<file path="config.mk">
export PLATFORM = sky130hd
export DESIGN_NAME = cache_ctrl
export DESIGN_NICKNAME = d
export VERILOG_FILES = /design/src/source/mem_cfg_pkg.sv /design/src/source/mem_types_pkg.sv /design/src/source/cache_ctrl.sv
export SDC_FILE = /design/constraint.sdc
export NUM_CORES = 1
export LEC_CHECK = 0
export BUFFER_PORTS_ARGS = -buffer_cell sky130_fd_sc_hd__buf_2
export CORE_MARGIN = 8
export CORE_UTILIZATION = 29
export CTS_BUF_LIST = sky130_fd_sc_hd__clkbuf_4
export CTS_CLUSTER_SIZE = 24
export DETAILED_ROUTE_END_ITERATION = 16
export PLACE_DENSITY = 0.61
export SYNTH_ARGS = -nofsm -noshare
export SYNTH_HDL_FRONTEND = slang
export SYNTH_SLANG_ARGS = --single-unit
</file>
<file path="constraint.sdc">
create_clock -name clk -period 4.15 [get_ports clk]
set_clock_uncertainty 0.15 [all_clocks]
set_input_delay 0.83 -clock clk [delete_from_list [all_inputs] [get_ports clk]]
set_output_delay 0.83 -clock clk [all_outputs]
set_load 0.1 [all_outputs]
</file>
<file path="src/source/mem_cfg_pkg.sv">
// Address split, cache geometry and memory timing for the cached memory system.
// Modules refer to these values by package-scoped names.

package mem_cfg_pkg;

   //////////////////////////////
   // Address split
   //////////////////////////////
   localparam int addr_w   = 16;
   localparam int data_w   = 16;
   // Byte address = {tag, index, offset}
   localparam int tag_w    = 5;
   localparam int index_w  = 8;
   localparam int offset_w = 3;

   //////////////////////////////
   // Cache and memory geometry
   //////////////////////////////
   localparam int words_per_line = 4;
   localparam int n_lines        = 256;
   localparam int n_banks        = 4;
   // Word within a line, also the bank number (word address bits 2:1)
   localparam int word_sel_w     = $clog2(words_per_line);
   localparam int bank_sel_w     = $clog2(n_banks);
   // One line maps to one row across all banks
   localparam int row_w          = addr_w - offset_w;
   localparam int bank_depth     = 2 ** row_w;

   // Memory timing in clock cycles
   localparam int mem_latency      = 2;
   localparam int bank_busy_cycles = 4;
   localparam int busy_w           = $clog2(bank_busy_cycles);

endpackage

</file>
<file path="src/source/mem_types_pkg.sv">
// Packed structs passed between the cache controller, the cache array
// and the banked main memory.

package mem_types_pkg;

   // One data word, the payload of the data store and the memory banks
   typedef logic [mem_cfg_pkg::data_w-1:0] word_t;

   // Tag store entry, one per cache line
   typedef struct packed {
      logic [mem_cfg_pkg::tag_w-1:0] tag;
      logic                          valid;
      logic                          dirty;
   } line_state_t;

   //////////////////////////////
   // Controller and cache array
   //////////////////////////////
   typedef struct packed {
      logic                             en;
      logic                             comp;
      logic                             write;
      logic [mem_cfg_pkg::index_w-1:0]  index;
      logic [mem_cfg_pkg::offset_w-1:0] offset;
      logic [mem_cfg_pkg::tag_w-1:0]    tag;
      word_t                            wdata;
   } cache_req_t;

   typedef struct packed {
      logic                          hit;
      logic                          victim_dirty;
      // Stored tag, used to rebuild the victim address
      logic [mem_cfg_pkg::tag_w-1:0] tag;
      word_t                         rdata;
   } cache_rsp_t;

   //////////////////////////////
   // Controller and main memory
   //////////////////////////////
   typedef struct packed {
      logic                           rd;
      logic                           wr;
      logic [mem_cfg_pkg::addr_w-1:0] addr;
      word_t                          wdata;
   } mem_req_t;

   typedef struct packed {
      word_t rdata;
      logic  stall;
   } mem_rsp_t;

endpackage

</file>
<file path="src/source/cache_ctrl.sv">
// Cache controller FSM. Accepts CPU word reads and writes, checks the cache,
// writes back a dirty victim, fills the line from memory and completes.
// Drives the cache array and the banked memory request structs.
`timescale 1ns/1ps

module cache_ctrl (
   input  logic                             clk,
   input  logic                             rst_n,
   // CPU side
   input  logic [mem_cfg_pkg::addr_w-1:0]   addr,
   input  logic [mem_cfg_pkg::data_w-1:0]   data_in,
   input  logic                             rd,
   input  logic                             wr,
   output logic [mem_cfg_pkg::data_w-1:0]   data_out,
   output logic                             done,
   output logic                             stall,
   output logic                             cache_hit,
   // Cache array
   output mem_types_pkg::cache_req_t        creq,
   input  mem_types_pkg::cache_rsp_t        crsp,
   // Main memory
   output mem_types_pkg::mem_req_t          mreq,
   input  mem_types_pkg::mem_rsp_t          mrsp
);

   // s_compare serves both the compare read and the compare write
   typedef enum logic [2:0] {
      s_idle,
      s_compare,
      s_hit_ret,
      s_wr_back,
      s_fill,
      s_miss_rd_ret,
      s_miss_wr
   } state_t;

   state_t state;
   state_t state_nxt;

   // Request latched at acceptance
   logic [mem_cfg_pkg::addr_w-1:0]   req_addr;
   logic [mem_cfg_pkg::data_w-1:0]   req_data;
   logic                             req_wr;
   logic [mem_cfg_pkg::tag_w-1:0]    req_tag;
   logic [mem_cfg_pkg::index_w-1:0]  req_index;
   logic [mem_cfg_pkg::offset_w-1:0] req_offset;

   // Memory issue counter, extra bit marks all four fill reads issued
   logic [mem_cfg_pkg::word_sel_w:0]   word_cnt;
   logic [mem_cfg_pkg::word_sel_w:0]   word_cnt_nxt;
   // Returned fill words
   logic [mem_cfg_pkg::word_sel_w-1:0] fill_cnt;
   logic [mem_cfg_pkg::word_sel_w-1:0] fill_cnt_nxt;
   // Outstanding fill reads, one bit per latency cycle
   logic [mem_cfg_pkg::mem_latency-1:0] rd_pend;
   logic                                fill_ret;

   logic accept;

   assign accept     = (state == s_idle) && (rd || wr);
   assign req_tag    = req_addr[mem_cfg_pkg::addr_w-1 -: mem_cfg_pkg::tag_w];
   assign req_index  = req_addr[mem_cfg_pkg::offset_w +: mem_cfg_pkg::index_w];
   assign req_offset = req_addr[mem_cfg_pkg::offset_w-1:0];
   assign fill_ret   = rd_pend[mem_cfg_pkg::mem_latency-1];

   // Busy in every state but idle, so stall drops the cycle after done
   assign stall = (state != s_idle);

   //////////////////////////////
   // Next state and outputs
   //////////////////////////////
   always_comb begin
      state_nxt    = state;
      word_cnt_nxt = word_cnt;
      fill_cnt_nxt = fill_cnt;
      data_out     = '0;
      done         = 1'b0;
      cache_hit    = 1'b0;
      // Cache points at the latched request by default
      creq         = '0;
      creq.index   = req_index;
      creq.offset  = req_offset;
      creq.tag     = req_tag;
      creq.wdata   = req_data;
      mreq         = '0;

      case (state)
         s_idle: begin
            if (accept) begin
               state_nxt = s_compare;
            end
         end

         s_compare: begin
            creq.en      = 1'b1;
            creq.comp    = 1'b1;
            creq.write   = req_wr;
            word_cnt_nxt = '0;
            fill_cnt_nxt = '0;
            if (crsp.hit) begin
               if (req_wr) begin
                  // Write hit finishes here
                  done      = 1'b1;
                  cache_hit = 1'b1;
                  state_nxt = s_idle;
               end else begin
                  state_nxt = s_hit_ret;
               end
            end else if (crsp.victim_dirty) begin
               state_nxt = s_wr_back;
            end else begin
               state_nxt = s_fill;
            end
         end

         s_hit_ret: begin
            creq.en   = 1'b1;
            creq.comp = 1'b1;
            data_out  = crsp.rdata;
            done      = 1'b1;
            cache_hit = 1'b1;
            state_nxt = s_idle;
         end

         // Victim words go out in order, address from the stored tag
         s_wr_back: begin
            creq.en     = 1'b1;
            creq.offset = {word_cnt[mem_cfg_pkg::word_sel_w-1:0], 1'b0};
            mreq.addr   = {crsp.tag, req_index, word_cnt[mem_cfg_pkg::word_sel_w-1:0], 1'b0};
            mreq.wdata  = crsp.rdata;
            mreq.wr     = !mrsp.stall;
            if (!mrsp.stall) begin
               if (word_cnt == mem_cfg_pkg::words_per_line - 1) begin
                  word_cnt_nxt = '0;
                  state_nxt    = s_fill;
               end else begin
                  word_cnt_nxt = word_cnt + 1'b1;
               end
            end
         end

         s_fill: begin
            // Read side
            mreq.addr = {req_tag, req_index, word_cnt[mem_cfg_pkg::word_sel_w-1:0], 1'b0};
            if (!word_cnt[mem_cfg_pkg::word_sel_w] && !mrsp.stall) begin
               mreq.rd      = 1'b1;
               word_cnt_nxt = word_cnt + 1'b1;
            end
            // Return side, mem_latency cycles behind
            if (fill_ret) begin
               creq.en      = 1'b1;
               creq.write   = 1'b1;
               creq.offset  = {fill_cnt, 1'b0};
               creq.wdata   = mrsp.rdata;
               fill_cnt_nxt = fill_cnt + 1'b1;
               if (fill_cnt == mem_cfg_pkg::words_per_line - 1) begin
                  state_nxt = req_wr ? s_miss_wr : s_miss_rd_ret;
               end
            end
         end

         // Line is present now; the reply still counts as a miss
         s_miss_rd_ret: begin
            creq.en   = 1'b1;
            creq.comp = 1'b1;
            data_out  = crsp.rdata;
            done      = 1'b1;
            state_nxt = s_idle;
         end

         s_miss_wr: begin
            creq.en    = 1'b1;
            creq.comp  = 1'b1;
            creq.write = 1'b1;
            done       = 1'b1;
            state_nxt  = s_idle;
         end

         default: begin
            state_nxt = s_idle;
         end
      endcase
   end

   //////////////////////////////
   // Registers
   //////////////////////////////
   always_ff @(posedge clk) begin
      if (!rst_n) begin
         state    <= s_idle;
         word_cnt <= '0;
         fill_cnt <= '0;
         rd_pend  <= '0;
      end else begin
         state    <= state_nxt;
         word_cnt <= word_cnt_nxt;
         fill_cnt <= fill_cnt_nxt;
         rd_pend  <= (rd_pend << 1) | mem_cfg_pkg::mem_latency'(mreq.rd);
      end
   end

   // CPU request capture
   always_ff @(posedge clk) begin
      if (accept) begin
         req_addr <= addr;
         req_data <= data_in;
         req_wr   <= wr;
      end
   end

endmodule

</file>
==> results.md <==
* FFs w/ async S/R, synth at 0%
* Post-route ant nets at 0
* Gr usage total at 10.93%
* Flop-to-flop setup slack at 1.85 ns
* # diodes at 0
* Vias at 2090
* CTS clk-pin slew, worst paths at 0.13 ns
* Post-CTS setup buffer count at 0
* Critical Path Sink Type: output pin
* F_max at 0.2828 GHz
* Post-CTS Resized at 0
* Unique masters post-synth at 46
* Gp weighted congestion at 0.7960
* Startpoint types: flop
* Detailed Routing Iterations Pass 1 at 4
* Initial antenna violation count at 0
* Via density at 4.391
* Worst Setup Path Type: flop to output pin
* Critical Path Fanout Max at 19
* Period utilization at 85.21%
* Rows at 33
* Fin. Hold Viols at 0
* Max clock buf depth at 2
* Worst Setup EP: mreq[17]
* R2r worst-path depth at 2
* CTS tree: yes
* Final HPWL DP at 5670 µm
* Total core area at 0.008217 mm²
* Post-synth EDFFs at 33
* Syn nets at 304
* GRT overflow at 0
* Layout cells sized above 1 at 51.75%
* Clk_lat worst skew at 0.34 ns
* Hold crit path type: flop to flop
* Setup TNS at 0 ns
* Tmin final at 3.536 ns
* Final #Nets at 451
* Final setup fails at 0
* H-tree level count at 2
* Worst-Margin Slew at 0.9217 ns
* Worst EP required at 3.17 ns
* Most frequent cells in the layout: buf_2 (162), and2_1 (37), edfxtp_1 (33), nand2_1 (16), nor2b_1 (14)
* Mapped Area at 0.002464 mm²
* Number of global-route vias before repair at 2153
* Yosys top cell area share at 40.22%
* Largest net degree at the start of global routing at 34
* YS warnings at 0
* Die Ht at 108.2 µm
* Top cells by area, synth: edfxtp_1 (40%), and2_1 (9.4%), dfxtp_1 (8.1%), buf_4 (4.6%), mux2_1 (3.7%)
* # port buffers at 162
* Clock Sinks at 43
* WL/cell at 14.49 µm
* Full die area at 0.01170 mm²
* Clk root buf: clkbuf_4
* Area of the multi-input gates at 0.001080 mm²
* Synth Flop Type: edfxtp_1
* Area grow syn2layout at 35.45%
* Die Wd at 108.2 µm
* Worst Setup SP: state[0]
* Initial Utilization at 29.98%
* Most common cell after layout, fill and taps aside: buf_2
* Average instance area after synthesis at 11.00 µm²
* Register area at 0.001191 mm²
* DRT Wirelength at 6898 µm
* Outcome: completed
* Starting DRT DRC Count at 73
* Max-cap check violation count at 0
* Final Max Tran Viols at 0
* HP Start: rd_pend[0]
* Worst R2R End: req_addr[14]
* #FFs+latches synth at 43
* First-pass GRT wire length at 10410 µm
* TritonCTS Buffers at 5
* Rel. slew slack at 38.41%
* DRC Markers at 0
* Register area share after synthesis at 48.35%
* Synth area leader: edfxtp_1
* Reg-to-Reg Start: state[2]
* Arrival time of the worst setup path at 2.56 ns
* RSZ-0062 raised after global routing: no
* Io pins at 164
* Cells after Synth at 224
* Fillers at 807
* CTS Hold Bufs at 0
## how the worst min path moves through the flow
stage,to,slack [ns],depth (start not counted)
floorplan,rd_pend[1],0.26,1
global placement,rd_pend[1],0.27,1
detailed placement,rd_pend[1],0.27,1
CTS,rd_pend[1],0.30,1
global route,rd_pend[1],0.33,1
finish,rd_pend[1],0.30,1
## cells by family (layout without fill, tap and decap cells)
| logic type | Yosys count | count (layout) | share of synthesized area [%] |
|---|---|---|---|
| other cells | 1 | 1 | 0.1522 |
| flops | 43 | 43 | 48.35 |
| compound gates | 32 | 32 | 9.650 |
| fa+ha+maj | 4 | 4 | 2.032 |
| mux | 18 | 18 | 8.126 |
| simple gates | 96 | 96 | 22.96 |
| buf+inv | 30 | 177 | 8.735 |
## area by class of cell
class                      count  share of cell area, %
multi-input combinational    151                  32.36
tap                          105                  3.937
timing repair buffer         167                  25.42
clock buffer                   5                  1.125
sequential                    43                  35.70
inverter                       3                 0.3375
clock inverter                 2                  1.125
## worst max-delay path: stages (launching register included)
cell and delay [ns]:
dfxtp_1 0.73, and3b_1 0.64, nor2_2 0.21, nor2b_1 0.17, buf_2 0.45
## registers in the layout, indices dropped and copies added, names as in the netlist
name,count
fill_cnt,2
rd_pend,2
req_addr,16
req_data,16
req_wr,1
state,3
word_cnt,3
## cell usage after synthesis, types with 2 or more instances
cell type,count
a22o_1,5
dfxtp_1,10
and2_1,37
mux2i_1,2
nand2_1,16
nand3_1,3
o21ai_0,6
nor2_1,7
nor2b_1,14
a22oi_1,2
o21ai_2,2
a21oi_1,5
mux2_2,8
clkbuf_1,2
nor4bb_1,2
o2bb2ai_1,2
buf_6,3
ha_1,4
inv_1,3
edfxtp_1,33
buf_4,15
nand2b_1,6
buf_2,5
mux2_1,8
nand3b_1,2
o22ai_1,2
## per-stage QoR
stage                     cell area [µm²]  hold slack [ns]  cells  utilization, %  setup slack (ns)
after detailed placement             3262           0.2703    469           39.70            0.9502
after global routing                 3337           0.3289    476           40.61            0.3623
after CTS                            3337           0.3045    476           40.61            0.5315
final                                3337           0.3047    476           40.61            0.6140
after floorplan                      2464           0.2619    224               -            0.1877
after global placement               3262           0.2688    469           39.70             1.082
## per-layer routing
metal | part of all wire [%] | GRT usage (%)
met3 | 14 | 5.294
met4 | 1.1 | 3.469
met1 | 41 | 12.35
met2 | 44 | 17.74
met5 | 0 | 0
Power is left out: the tool's default activity adds up to more than one toggle a clock period on the data nets, which glitch-free logic cannot reach.
